### src/hw/decode_pkg.sv
`default_nettype none

package decode_pkg;

  typedef logic [15:0] word_t;
  typedef logic [2:0]  reg_addr_t;
  typedef logic [4:0]  opcode_t;
  typedef logic [2:0]  flags_t;
  typedef logic [31:0] pc_t;
  typedef logic [4:0]  alu_op_t;
  typedef logic [1:0]  pc_sel_t;
  typedef logic [1:0]  mem_data_sel_t;

  // flag bit positions
  localparam int FLAG_Z = 0;
  localparam int FLAG_N = 1;
  localparam int FLAG_C = 2;

  localparam opcode_t NOP  = 5'b00000;
  localparam opcode_t SETC = 5'b00001;
  localparam opcode_t CLRC = 5'b00010;
  localparam opcode_t NOT  = 5'b00011;
  localparam opcode_t INC  = 5'b00100;
  localparam opcode_t DEC  = 5'b00101;
  localparam opcode_t OUT  = 5'b00110;
  localparam opcode_t IN   = 5'b00111;
  localparam opcode_t MOV  = 5'b01000;
  localparam opcode_t ADD  = 5'b01001;
  localparam opcode_t SUB  = 5'b01010;
  localparam opcode_t AND  = 5'b01011;
  localparam opcode_t OR   = 5'b01100;
  localparam opcode_t SHL  = 5'b01101;
  localparam opcode_t SHR  = 5'b01110;
  localparam opcode_t PUSH = 5'b10000;
  localparam opcode_t POP  = 5'b10001;
  localparam opcode_t LDM  = 5'b10010;
  localparam opcode_t LDD  = 5'b10011;
  localparam opcode_t STD  = 5'b10100;
  localparam opcode_t JZ   = 5'b11000;
  localparam opcode_t JN   = 5'b11001;
  localparam opcode_t JC   = 5'b11010;
  localparam opcode_t JMP  = 5'b11011;
  localparam opcode_t RET  = 5'b11100;
  localparam opcode_t RTI  = 5'b11101;
  localparam opcode_t CALL = 5'b11111;  // low bits 11, always taken

  localparam alu_op_t ALU_PASS = 5'b01111;  // unused opcode slot

  localparam pc_sel_t PC_SEQ  = 2'd0;
  localparam pc_sel_t PC_JUMP = 2'd1;
  localparam pc_sel_t PC_POP  = 2'd2;
  localparam pc_sel_t PC_INT  = 2'd3;

  localparam mem_data_sel_t MEM_REG   = 2'd0;
  localparam mem_data_sel_t MEM_PC_LO = 2'd1;
  localparam mem_data_sel_t MEM_PC_HI = 2'd2;
  localparam mem_data_sel_t MEM_FLAGS = 2'd3;

  typedef struct packed {
    alu_op_t       alu_op;
    logic          alu_src;
    logic          reg_write;
    logic          mem_read;
    logic          mem_write;
    logic          ldm;
    logic          mem_to_reg;
    logic          stack;
    pc_sel_t       pc_sel;
    logic          pop_pc1;
    logic          pop_pc2;
    logic          pop_ccr;
    mem_data_sel_t mem_data_sel;
    logic          fetch_pc_enable;
    logic          branch;
  } ctrl_t;

  localparam ctrl_t CTRL_RESET = '{
    alu_op: '0, alu_src: 1'b0, reg_write: 1'b0, mem_read: 1'b0, mem_write: 1'b0,
    ldm: 1'b0, mem_to_reg: 1'b0, stack: 1'b0, pc_sel: PC_SEQ, pop_pc1: 1'b0,
    pop_pc2: 1'b0, pop_ccr: 1'b0, mem_data_sel: MEM_REG, fetch_pc_enable: 1'b1,
    branch: 1'b0
  };

  typedef enum logic [2:0] {
    IDLE,
    LDM_IMM,
    POP_PC2,
    POP_CCR,
    INT_PUSH_PC2,
    INT_PUSH_CCR
  } seq_state_e;

endpackage

`default_nettype wire

### src/hw/reg_file.sv
`timescale 1ns/1ns
`default_nettype none

module reg_file #(
  parameter int width = 16
) (
  input  wire logic                  clk,
  input  wire logic                  rst,
  input  wire logic                  read_enable,
  input  wire decode_pkg::reg_addr_t read_addr1,
  input  wire decode_pkg::reg_addr_t read_addr2,
  output logic [width-1:0]           read_data1,
  output logic [width-1:0]           read_data2,
  input  wire logic                  write_enable,
  input  wire decode_pkg::reg_addr_t write_addr,
  input  wire logic [width-1:0]      write_data
);

  logic [width-1:0] regs [8];
  logic hit1;
  logic hit2;

  // same-cycle write seen by the read port
  assign hit1 = write_enable && (write_addr == read_addr1);
  assign hit2 = write_enable && (write_addr == read_addr2);

  always_ff @(posedge clk) begin
    if (rst) begin
      for (int i = 0; i < 8; i++) begin
        regs[i] <= '0;
      end
    end else if (write_enable) begin
      regs[write_addr] <= write_data;  // independent of stall
    end
  end

  always_ff @(posedge clk) begin
    if (rst) begin
      read_data1 <= '0;
      read_data2 <= '0;
    end else if (read_enable) begin
      read_data1 <= hit1 ? write_data : regs[read_addr1];
      read_data2 <= hit2 ? write_data : regs[read_addr2];
    end
  end

endmodule

`default_nettype wire

### config.mk
export PLATFORM = sky130hd
export DESIGN_NAME = reg_file
export DESIGN_NICKNAME = d
export VERILOG_FILES = /design/src/hw/decode_pkg.sv /design/src/hw/reg_file.sv
export SDC_FILE = /design/constraint.sdc
export NUM_CORES = 1
export LEC_CHECK = 0
export ABC_AREA = 0
export BUFFER_PORTS_ARGS = -buffer_cell sky130_fd_sc_hd__buf_2
export CAP_MARGIN = 10
export CORE_ASPECT_RATIO = 1.5
export CORE_UTILIZATION = 50
export DETAILED_ROUTE_END_ITERATION = 10
export PLACE_DENSITY = 0.68
export SETUP_SLACK_MARGIN = 0.02
export SLEW_MARGIN = 20
export SYNTH_ARGS = -nofsm -noshare
export SYNTH_HDL_FRONTEND = slang
export SYNTH_SLANG_ARGS = --single-unit
### constraint.sdc
create_clock -name clk -period 8.6 [get_ports clk]
set_input_delay 1.29 -clock clk [delete_from_list [all_inputs] [get_ports clk]]
set_output_delay 1.29 -clock clk [all_outputs]
set_load 0.02 [all_outputs]
==> flow_summary.rst <==
.. list-table::
   :header-rows: 1

   * - Metric
     - Value
   * - Internal portion of total power
     - 0.00146 W
   * - Proportion of total power due to net switching
     - 0.246
   * - Count of unresolved DRC violations after routing
     - 0
   * - Relative contribution of the clock network to total power
     - 0.396
   * - Fraction of layout instances using a drive strength above 1
     - 0.334
   * - Summed area of non-filler cells in the final layout
     - 9080 um^2
   * - Number of iterations in the first detailed-routing pass
     - 5
   * - Starting utilization of the core area
     - 0.512
   * - Max-Cap Viols
     - 0
   * - Post-CTS Resized
     - 0
   * - Post-synthesis async set-or-reset flop share
     - 0
   * - Initial antenna violation count
     - 0
   * - Clock latency reported for the late side of the worst-skew pair
     - 420 ps
   * - Slew at the pin with the worst max-slew slack
     - 1160 ps
   * - Final nets
     - 620
   * - Final estimated routing congestion in global placement
     - 0.813
   * - Clock tree buffer depth
     - 2
   * - Number of buffers inserted by port buffering
     - 60
   * - Area added between synthesis and finish
     - 13.0%
   * - Cts-stage hold buffer count
     - 0
   * - Antenna viol nets, final
     - 0
   * - Fill cells
     - 1241
   * - Final Critical Period
     - 3520 ps
   * - Synth Warn #
     - 0
   * - Unrepaired setup endpoints after global routing
     - no
   * - Type of the tightest min-delay check
     - reg2reg
   * - Worst r2r path cells
     - 3
   * - Startpoint type of the worst setup path
     - input port
   * - Std-Cell Core Area
     - 15700 um^2
   * - Hold Crit Endpoint
     - read_data1[6]
   * - Number of synthesized flops with an enable pin
     - 128
   * - Top cell type's share of synthesized area
     - 0.479
   * - Clock root cell
     - clkbuf_16
   * - Post-place instance area
     - 8470 um^2
   * - Library cell appearing most often on the critical path
     - buf_4
   * - Most frequent cell after synthesis
     - edfxtp_1
   * - Tightest hold margin
     - 459 ps
   * - Worst relative slew slack
     - 0.223
   * - Floorplan die area
     - 16600 um^2
   * - Final number of setup-violating endpoints
     - 0
   * - Number of stages on the worst setup path
     - 6
   * - Endpoint of the worst register-to-register path
     - read_data1[11]
   * - DP Wirelength
     - 12600 um
   * - Reg power frac
     - 0.477
   * - Critical Path Sink Type
     - register
   * - Number of storage elements in the synthesis netlist
     - 160
   * - I/O Pins
     - 61
   * - Most area-hungry cell type in the Yosys netlist
     - edfxtp_1
   * - IR drop worst, VDD
     - 0.116 mV
   * - Via count
     - 5491
   * - Gate Count Post-Synth
     - 555
   * - Total routing usage reported by global routing
     - 0.264
   * - Via count of the first global-routing pass
     - 5439
   * - Clock buffers created by TritonCTS
     - 17
   * - Launch instance of the worst min-delay path
     - read_data1[6]
   * - Global-route wire length before repair
     - 31800 um
   * - Final hold violation count
     - 0
   * - Detailed Route WL
     - 20800 um
   * - Worst clock skew
     - 15.9 ps
   * - Setup TNS
     - 0 ps
   * - Floorplan die width
     - 105 um
   * - Power density over cell area
     - 213 nW/um^2
   * - Overall Power
     - 0.00193 W
   * - Drt wl/cell
     - 25.8 um
   * - Combined buffer and inverter count along the critical path
     - 4
   * - Number of cell rows
     - 56
   * - Setup CP Type
     - in2reg
   * - Top cells by count, synth
     - edfxtp_1, nor3_1, mux4_2
   * - Max Fanout on Critical Path
     - 68
   * - Vertical die dimension
     - 157 um
   * - Crit-path cells
     - buf_2, inv_2, or3_2, buf_4, o21ai_1, buf_4
   * - Reg2reg start
     - regs[5][11]
   * - Violation count after the first detailed-routing iteration
     - 446
   * - Fmax
     - 284 MHz
   * - Period utilization
     - 0.410
   * - Final Max Slew Viols
     - 0
   * - Cell variety after synth
     - 29
   * - Cell family with the largest share of critical-path delay
     - buffers and inverters
   * - Average cell area after synthesis
     - 14.5 um^2
   * - Prevailing post-synth register cell
     - edfxtp_1
   * - Data required time of the worst path
     - 8710 ps
   * - Share of synthesized area occupied by flip-flops and latches
     - 0.559
   * - Pin count of the biggest net entering global routing
     - 69
   * - Biggest cell delay along the critical path
     - 920 ps
   * - Critical path arrival
     - 3630 ps
   * - Clock-pin slew on the worst setup and hold paths
     - 60 ps
   * - Leakage component of the power
     - 3.03 nW
   * - Synthesized Nets
     - 584
   * - Clock tree from TritonCTS
     - done
   * - Antenna cell count
     - 0
   * - Core occupancy in the finished layout
     - 0.578
   * - Number of H-tree levels
     - 4
   * - Ratio of routed vias to standard cells
     - 6.80
   * - Residual overflow from global routing
     - 0
   * - Worst path slowest cell
     - o21ai_1
   * - Number of buffers inserted to repair setup after CTS
     - 0
   * - Number of cells on the worst hold path
     - 2
   * - Post-Synthesis Cell Area
     - 8030 um^2
   * - Run status
     - finished clean
   * - Biggest area contributors in the synthesized netlist
     - edfxtp_1, mux4_2, dfxtp_1, nor3_1, mux2i_1
   * - Slack of the worst reg-to-reg path
     - 7180 ps
   * - Number of sinks driven by the clock tree
     - 160
   * - P_sw
     - 0.000474 W
   * - Combinational share of power
     - 0.127
-- worst max path at each step --
stage                             from     endpoint  slack [ps]
after CTS                 write_enable   regs[2][8]        5080
after floorplan           write_enable   regs[0][0]        4890
after global placement    write_enable  regs[2][14]        4650
after detailed placement  write_enable  regs[2][14]        4650
after global routing      write_enable   regs[2][5]        5030
final                     write_enable   regs[2][5]        5080
-- tightest hold or removal path, delay by kind of cell (launching register included) --
kind               cells  cell delay (ps)
AOI/OAI and AO/OA      1               60
and+or+nand+nor        1               50
DFF                    1              320
-- layer usage --
| metal | part of all wire | GRT usage | vias to the layer above |
|---|---|---|---|
| met1 | 0.38 | 0.334 | 2830 |
| met4 | 0.037 | 0.129 | 0 |
| met5 | 0 | 0 | - |
| li1 | - | - | 2323 |
| met2 | 0.51 | 0.443 | 286 |
| met3 | 0.073 | 0.0439 | 52 |
-- power groups by stage --
| stage | logic [W] | clock network, W | registers (W) |
|---|---|---|---|
| 3_5_place_dp | 0.000245 | 0 | 0.000935 |
| 2_1_floorplan | 0.000159 | 0 | 0.000941 |
| 5_1_grt | 0.000259 | 0.000796 | 0.000925 |
| 3_3_place_gp | 0.000239 | 0 | 0.000932 |
| 6_report | 0.000245 | 0.000764 | 0.000921 |
| 4_1_cts | 0.000245 | 0.000765 | 0.000920 |
-- cell type report --
type / count / area [um^2] / share of cell area
clock buffer: 25 / 539 / 0.0594
clock inverter: 7 / 67.6 / 0.00744
inverter: 18 / 67.6 / 0.00744
multi-input combinational: 314 / 3210 / 0.354
sequential: 160 / 4480 / 0.494
tap: 203 / 254 / 0.0280
timing repair buffer: 80 / 450 / 0.0496
-- state kept, by name, indices dropped and copies added, names as in the netlist --
name / cells
regs: 128
read_data1: 16
read_data2: 16
-- cell usage in the layout, fill, tap and decap left out, types with 3 or more instances in the layout --
cell         n
edfxtp_1   128
mux4_2      64
clkbuf_16   20
buf_2       60
o221ai_1    12
buf_4       20
clkinv_1    16
clkbuf_1     3
nor3_1      96
dfxtp_1     32
nand2_1     33
o21ai_1      6
clkinv_2     3
nor4_1      32
mux2i_1     32
o221ai_2    20
xor2_1       5
-- metrics by stage --
stage / instances / worst slack [ps]
floorplan: 555 / 4890
global placement: 775 / 4650
detailed placement: 775 / 4650
CTS: 807 / 5080
global route: 807 / 5030
finish: 807 / 5080
-- cell families after synthesis --
logic type | count (synthesis) | share of synthesized area
compound gates | 42 | 0.0630
xor+xnor | 6 | 0.00748
buf+inv | 81 | 0.0436
flops | 160 | 0.559
mux | 96 | 0.219
simple gates | 170 | 0.108
(Power assumes the default switching activity.)
