**config.mk**
```make
export PLATFORM = sky130hd
export DESIGN_NAME = control_unit
export DESIGN_NICKNAME = d
export VERILOG_FILES = /design/src/hw/decode_pkg.sv /design/src/hw/control_unit.sv
export SDC_FILE = /design/constraint.sdc
export NUM_CORES = 1
export LEC_CHECK = 0
export BUFFER_PORTS_ARGS = -buffer_cell sky130_fd_sc_hd__buf_2
export CAP_MARGIN = 20
export CELL_PAD_IN_SITES_DETAIL_PLACEMENT = 1
export CELL_PAD_IN_SITES_GLOBAL_PLACEMENT = 1
export CORE_UTILIZATION = 26
export DETAILED_ROUTE_END_ITERATION = 16
export GPL_TIMING_DRIVEN = 0
export PLACE_DENSITY_LB_ADDON = 0.1
export SKIP_LAST_GASP = 1
export SLEW_MARGIN = 20
export SYNTH_ARGS = -nofsm -noshare
export SYNTH_HDL_FRONTEND = slang
export SYNTH_SLANG_ARGS = --single-unit
```
**constraint.sdc**
```tcl
create_clock -name clk -period 2.1 [get_ports clk]
set_clock_uncertainty 0.15 [all_clocks]
set_input_delay 0.315 -clock clk [delete_from_list [all_inputs] [get_ports clk]]
set_output_delay 0.315 -clock clk [all_outputs]
set_load 0.02 [all_outputs]
```
**src/hw/decode_pkg.sv**
```systemverilog
`default_nettype none

package decode_pkg;

  typedef logic [15:0] word_t;
  typedef logic [2:0]  reg_addr_t;
  typedef logic [4:0]  opcode_t;
  typedef logic [2:0]  flags_t;
  typedef logic [31:0] pc_t;
  typedef logic [4:0]  alu_op_t;
  typedef logic [1:0]  pc_sel_t;
  typedef logic [1:0]  mem_data_sel_t;

  // flag bit positions
  localparam int FLAG_Z = 0;
  localparam int FLAG_N = 1;
  localparam int FLAG_C = 2;

  localparam opcode_t NOP  = 5'b00000;
  localparam opcode_t SETC = 5'b00001;
  localparam opcode_t CLRC = 5'b00010;
  localparam opcode_t NOT  = 5'b00011;
  localparam opcode_t INC  = 5'b00100;
  localparam opcode_t DEC  = 5'b00101;
  localparam opcode_t OUT  = 5'b00110;
  localparam opcode_t IN   = 5'b00111;
  localparam opcode_t MOV  = 5'b01000;
  localparam opcode_t ADD  = 5'b01001;
  localparam opcode_t SUB  = 5'b01010;
  localparam opcode_t AND  = 5'b01011;
  localparam opcode_t OR   = 5'b01100;
  localparam opcode_t SHL  = 5'b01101;
  localparam opcode_t SHR  = 5'b01110;
  localparam opcode_t PUSH = 5'b10000;
  localparam opcode_t POP  = 5'b10001;
  localparam opcode_t LDM  = 5'b10010;
  localparam opcode_t LDD  = 5'b10011;
  localparam opcode_t STD  = 5'b10100;
  localparam opcode_t JZ   = 5'b11000;
  localparam opcode_t JN   = 5'b11001;
  localparam opcode_t JC   = 5'b11010;
  localparam opcode_t JMP  = 5'b11011;
  localparam opcode_t RET  = 5'b11100;
  localparam opcode_t RTI  = 5'b11101;
  localparam opcode_t CALL = 5'b11111;  // low bits 11, always taken

  localparam alu_op_t ALU_PASS = 5'b01111;  // unused opcode slot

  localparam pc_sel_t PC_SEQ  = 2'd0;
  localparam pc_sel_t PC_JUMP = 2'd1;
  localparam pc_sel_t PC_POP  = 2'd2;
  localparam pc_sel_t PC_INT  = 2'd3;

  localparam mem_data_sel_t MEM_REG   = 2'd0;
  localparam mem_data_sel_t MEM_PC_LO = 2'd1;
  localparam mem_data_sel_t MEM_PC_HI = 2'd2;
  localparam mem_data_sel_t MEM_FLAGS = 2'd3;

  typedef struct packed {
    alu_op_t       alu_op;
    logic          alu_src;
    logic          reg_write;
    logic          mem_read;
    logic          mem_write;
    logic          ldm;
    logic          mem_to_reg;
    logic          stack;
    pc_sel_t       pc_sel;
    logic          pop_pc1;
    logic          pop_pc2;
    logic          pop_ccr;
    mem_data_sel_t mem_data_sel;
    logic          fetch_pc_enable;
    logic          branch;
  } ctrl_t;

  localparam ctrl_t CTRL_RESET = '{
    alu_op: '0, alu_src: 1'b0, reg_write: 1'b0, mem_read: 1'b0, mem_write: 1'b0,
    ldm: 1'b0, mem_to_reg: 1'b0, stack: 1'b0, pc_sel: PC_SEQ, pop_pc1: 1'b0,
    pop_pc2: 1'b0, pop_ccr: 1'b0, mem_data_sel: MEM_REG, fetch_pc_enable: 1'b1,
    branch: 1'b0
  };

  typedef enum logic [2:0] {
    IDLE,
    LDM_IMM,
    POP_PC2,
    POP_CCR,
    INT_PUSH_PC2,
    INT_PUSH_CCR
  } seq_state_e;

endpackage

`default_nettype wire

```
**src/hw/control_unit.sv**
```systemverilog
`timescale 1ns/1ns
`default_nettype none

module control_unit (
  input  wire logic                clk,
  input  wire logic                rst,
  input  wire logic                enable,
  input  wire decode_pkg::opcode_t opcode,
  input  wire logic                interrupt,
  input  wire logic                load_use,
  input  wire logic                taken,
  output decode_pkg::ctrl_t        ctrl
);

  decode_pkg::seq_state_e state;
  decode_pkg::seq_state_e state_next;
  logic rti_q;  // pop sequence came from RTI
  logic rti_next;

  always_ff @(posedge clk) begin
    if (rst) begin
      state <= decode_pkg::IDLE;
      rti_q <= 1'b0;
    end else if (enable && !load_use) begin
      state <= state_next;
      rti_q <= rti_next;
    end
  end

  always_comb begin
    ctrl = '0;
    ctrl.alu_op = decode_pkg::ALU_PASS;
    ctrl.fetch_pc_enable = 1'b1;
    state_next = state;
    rti_next = rti_q;
    case (state)
      decode_pkg::IDLE: begin
        if (interrupt) begin
          ctrl.stack = 1'b1;
          ctrl.mem_write = 1'b1;
          ctrl.mem_data_sel = decode_pkg::MEM_PC_LO;
          ctrl.fetch_pc_enable = 1'b0;
          state_next = decode_pkg::INT_PUSH_PC2;
        end else begin
          case (opcode)
            decode_pkg::SETC, decode_pkg::CLRC: begin
              ctrl.alu_op = opcode;  // flag only
            end
            decode_pkg::NOT, decode_pkg::INC, decode_pkg::DEC, decode_pkg::MOV,
            decode_pkg::ADD, decode_pkg::SUB, decode_pkg::AND, decode_pkg::OR,
            decode_pkg::SHL, decode_pkg::SHR: begin
              ctrl.alu_op = opcode;
              ctrl.reg_write = 1'b1;
            end
            decode_pkg::IN: begin
              ctrl.reg_write = 1'b1;
            end
            decode_pkg::PUSH: begin
              ctrl.stack = 1'b1;
              ctrl.mem_write = 1'b1;
            end
            decode_pkg::POP: begin
              ctrl.stack = 1'b1;
              ctrl.mem_read = 1'b1;
              ctrl.mem_to_reg = 1'b1;
              ctrl.reg_write = 1'b1;
            end
            decode_pkg::LDM: begin
              ctrl.fetch_pc_enable = 1'b0;
              state_next = decode_pkg::LDM_IMM;
            end
            decode_pkg::LDD: begin
              ctrl.mem_read = 1'b1;
              ctrl.mem_to_reg = 1'b1;
              ctrl.reg_write = 1'b1;
            end
            decode_pkg::STD: begin
              ctrl.mem_write = 1'b1;
            end
            decode_pkg::JZ, decode_pkg::JN, decode_pkg::JC, decode_pkg::JMP: begin
              ctrl.branch = 1'b1;
              if (taken) ctrl.pc_sel = decode_pkg::PC_JUMP;
            end
            decode_pkg::CALL: begin
              ctrl.branch = 1'b1;
              ctrl.stack = 1'b1;
              ctrl.mem_write = 1'b1;
              ctrl.mem_data_sel = decode_pkg::MEM_PC_LO;  // return address
              if (taken) ctrl.pc_sel = decode_pkg::PC_JUMP;
            end
            decode_pkg::RET, decode_pkg::RTI: begin
              ctrl.stack = 1'b1;
              ctrl.mem_read = 1'b1;
              ctrl.pop_pc1 = 1'b1;
              ctrl.fetch_pc_enable = 1'b0;
              rti_next = (opcode == decode_pkg::RTI);
              state_next = decode_pkg::POP_PC2;
            end
            default: begin
            end
          endcase
        end
      end
      decode_pkg::LDM_IMM: begin
        ctrl.ldm = 1'b1;  // current word is the immediate
        ctrl.alu_src = 1'b1;
        ctrl.reg_write = 1'b1;
        state_next = decode_pkg::IDLE;
      end
      decode_pkg::POP_PC2: begin
        ctrl.stack = 1'b1;
        ctrl.mem_read = 1'b1;
        ctrl.pop_pc2 = 1'b1;
        if (rti_q) begin
          ctrl.fetch_pc_enable = 1'b0;
          state_next = decode_pkg::POP_CCR;
        end else begin
          ctrl.pc_sel = decode_pkg::PC_POP;
          state_next = decode_pkg::IDLE;
        end
      end
      decode_pkg::POP_CCR: begin
        ctrl.stack = 1'b1;
        ctrl.mem_read = 1'b1;
        ctrl.pop_ccr = 1'b1;
        ctrl.pc_sel = decode_pkg::PC_POP;
        state_next = decode_pkg::IDLE;
      end
      decode_pkg::INT_PUSH_PC2: begin
        ctrl.stack = 1'b1;
        ctrl.mem_write = 1'b1;
        ctrl.mem_data_sel = decode_pkg::MEM_PC_HI;
        ctrl.fetch_pc_enable = 1'b0;
        state_next = decode_pkg::INT_PUSH_CCR;
      end
      decode_pkg::INT_PUSH_CCR: begin
        ctrl.stack = 1'b1;
        ctrl.mem_write = 1'b1;
        ctrl.mem_data_sel = decode_pkg::MEM_FLAGS;
        ctrl.pc_sel = decode_pkg::PC_INT;  // vector
        state_next = decode_pkg::IDLE;
      end
      default: begin
        state_next = decode_pkg::IDLE;
      end
    endcase

    // bubble, instruction stays in decode
    if (load_use) begin
      ctrl = '0;
      ctrl.alu_op = decode_pkg::ALU_PASS;
      ctrl.fetch_pc_enable = 1'b0;
    end
  end

endmodule

`default_nettype wire

```
==> results.sh <==
export IMPL_status="finished with violations"
export IMPL_violations="setup timing"
export IMPL_hold_class="input pin to flip-flop"
export IMPL_io_pins=32
export IMPL_grt_pass1_vias=851
export IMPL_period_share_pct=114
export IMPL_finalHoldViolCount=0
export IMPL_die_area_mm2=0.00270
export IMPL_drc_errors=0
export IMPL_routed_top_layer="met4"
export IMPL_leakage_nw=0.462
export IMPL_p_total_mw=0.329
export IMPL_syn_num_nets=113
export IMPL_num_antenna_cells=0
export IMPL_grt_max_degree=12
export IMPL_detailed_place_hpwl_um=1690
export IMPL_p_int_mw=0.204
export IMPL_clk_latency_ns=0.24
export IMPL_nNetsFinal=152
export IMPL_wl_per_cell_um=14.7
export IMPL_area_growth_syn_to_layout_pct=55.9
export IMPL_placementRows=17
export IMPL_antenna_found_initial=0
export IMPL_place_gp_congestion=0.827
export IMPL_synthCells=102
export IMPL_setup_violations_final=7
export IMPL_cts_max_level=1
export IMPL_setup_slack_ns=-0.288
export IMPL_synth_area_leaders="dfxtp_1 12%, a21oi_1 7.7%, nand2_1 5.8%, clkbuf_1 5.2%, nand2b_1 4.8%"
export IMPL_r2r_start="state[2]$_SDFFE_PP0P_"
export IMPL_pwr_share_clk_pct=30.8
export IMPL_min_from="rst"
export IMPL_drt_pass1_iter_count=4
export IMPL_cts_tree="yes"
export IMPL_cp_required_ns=1.63
export IMPL_min_to="state[2]$_SDFFE_PP0P_"
export IMPL_syn_avg_cell_area_um2=6.37
export IMPL_clk_pin_slew_ns=0.04
export IMPL_drt_iter0_drc=8
export IMPL_numCtsBuffers=3
export IMPL_cts_hold_buf=0
export IMPL_rsz0062_at_grt="true"
export IMPL_die_h_um=52.0
export IMPL_drt_wl_total_um=2460
export IMPL_grt_total_usage_pct=19.5
export IMPL_cts_root_buffer="clkbuf_4"
export IMPL_n_fill_cell=315
export IMPL_startpoint_type="flip-flop"
export IMPL_switching_share_pct=38.2
export IMPL_cp_arrival_ns=1.92
export IMPL_synth_area_um2=649
export IMPL_switching_power_mw=0.126
export IMPL_peakVddDrop_uv=280
export IMPL_whs_ns=0.150
export IMPL_grt_pass1_wl_um=3900
export IMPL_routed_wl_met3_um=91
export IMPL_synth_warnings=0
export IMPL_core_area_mm2=0.00228
export IMPL_cts_sinks=4
export IMPL_initial_core_util_pct=28.5
export IMPL_route_met2_wl_um=1230
export IMPL_combPwrFrac_pct=45.0
export IMPL_cp_end_kind="output pin"
export IMPL_clockBufferDepth=2
export IMPL_yosys_area_top_type="dfxtp_1"
export IMPL_synth_edf_count=0
export IMPL_critPathMaxFanout=4
export IMPL_synth_cell_types=42
export IMPL_dieWidth_um=52.0
export IMPL_async_reset_ff_share_pct=0
export IMPL_ys_seq_area_share_pct=12.3
export IMPL_holdPathStages=2
export IMPL_ys_flop_type="dfxtp_1"
export IMPL_vias=884
export IMPL_slew_violations=0
export IMPL_grt_overflow=0
export IMPL_crit_type="flip-flop to output pin"
export IMPL_io_buffers=28
export IMPL_synth_top_area_share_pct=12.3
export IMPL_drive_above_1_share_pct=43.2
export IMPL_ff2ff_path_depth=8
export IMPL_p_seq_share_pct=24.2
export IMPL_fmax_mhz=419
export IMPL_reg2reg_to="rti_q$_SDFFE_PP0P_"
export IMPL_r2r_setup_slack_ns=0.10
export IMPL_viasPerCell=5.29
export IMPL_antenna_left=0
export IMPL_finalCriticalPeriod_ns=2.39
export IMPL_powerDensity_mw_per_mm2=325
export IMPL_ys_ff_latch=4
export IMPL_maxCapViolations=0
export IMPL_wl_met1_um=1110
## sequential cells by signal (all words and copies together), names as in the netlist
register,count
rti_q,1
state,3
## worst max-delay path: stages, from the launching register on
cell	delay, ns
dfxtp_2	0.32
nor4_4	0.32
nand2_2	0.11
or4_4	0.54
or2_1	0.25
buf_6	0.14
## through the flow
step | instance area (um2) | setup TNS, ns | worst slack [ns] | util, % | instances
6_report | 1010 | -1.38 | -0.288 | 44.5 | 167
5_1_grt | 1010 | -1.89 | -0.349 | 44.5 | 167
4_1_cts | 930 | -1.34 | -0.289 | 40.8 | 165
3_5_place_dp | 825 | -1.48 | -0.402 | 36.2 | 158
3_3_place_gp | 825 | -1.45 | -0.395 | 36.2 | 158
2_1_floorplan | 649 | -0.0123 | -0.00614 | - | 102
## power groups by stage
| stage | clock, mW | combinational [mW] | sequential, mW |
|---|---|---|---|
| finish | 0.101 | 0.148 | 0.0797 |
| global route | 0.109 | 0.161 | 0.0800 |
| global placement | 0 | 0.116 | 0.0809 |
| floorplan | 0 | 0.0802 | 0.0806 |
| detailed placement | 0 | 0.119 | 0.0809 |
| CTS | 0.107 | 0.135 | 0.0797 |
## worst max-delay path by stage
stage / slack [ns] / endpoint / depth (start not counted) / startpoint
after global placement: -0.39 / ctrl[18] / 6 / interrupt
after detailed placement: -0.40 / ctrl[18] / 6 / interrupt
after CTS: -0.29 / ctrl[18] / 5 / state[2]$_SDFFE_PP0P_
final: -0.29 / ctrl[19] / 5 / state[2]$_SDFFE_PP0P_
after global routing: -0.35 / ctrl[19] / 5 / state[2]$_SDFFE_PP0P_
after floorplan: -0.006 / ctrl[18] / 4 / interrupt
## cell type report
type | count | area [um2] | area share [%]
Multi-Input combinational cell | 80 | 556 | 54.9
Timing Repair Buffer | 35 | 236 | 23.4
Sequential cell | 4 | 81.3 | 8.03
Buffer | 10 | 55.1 | 5.44
Tap cell | 28 | 35.0 | 3.46
Inverter | 7 | 26.3 | 2.60
Clock buffer | 3 | 22.5 | 2.22
## routing by layer
layer,vias up,track usage (%)
li1,439,-
met2,25,33.3
met1,416,24.1
met4,0,5.41
met5,-,0
met3,4,4.39
## cell usage in the layout, fill, tap and decap left out, types with 2 or more instances in the layout
master,n
dfxtp_1,3
buf_6,7
o21ai_0,5
buf_2,21
nor4_4,2
nand2b_1,4
clkbuf_1,2
or2_1,2
a21oi_1,8
buf_4,10
nor2_1,5
nand2_1,10
inv_1,7
a211oi_1,3
nand3_1,2
clkbuf_2,5
and2_1,2
clkbuf_4,3
a31oi_1,4
## cells by family (layout without fill, tap and decap cells)
| group | after synthesis | in the layout | synth area share, % |
|---|---|---|---|
| AND/OR/NAND/NOR | 46 | 46 | 41.8 |
| AO/OA/AOI/OAI | 32 | 32 | 32.2 |
| buffers and inverters | 18 | 55 | 11.6 |
| flip-flops | 4 | 4 | 12.3 |
| other | 1 | 1 | 0.577 |
| multiplexers | 1 | 1 | 1.54 |
## cells in the mapped netlist, types with 3 or more instances
cell type	n
a211oi_1	3
a21oi_1	10
a31oi_1	4
clkbuf_1	9
dfxtp_1	4
inv_1	7
nand2_1	10
nand2b_1	5
nand3_1	3
nor2_1	6
o21ai_0	5
## repair_timing
item | in CTS | in global routing
resized for setup | 15 | 25
pin swaps | 3 | 4
buffers inserted | 7 | 4
setup endpoints to repair | 13 | 14
Note: power is estimated with default switching activity, not from simulation.
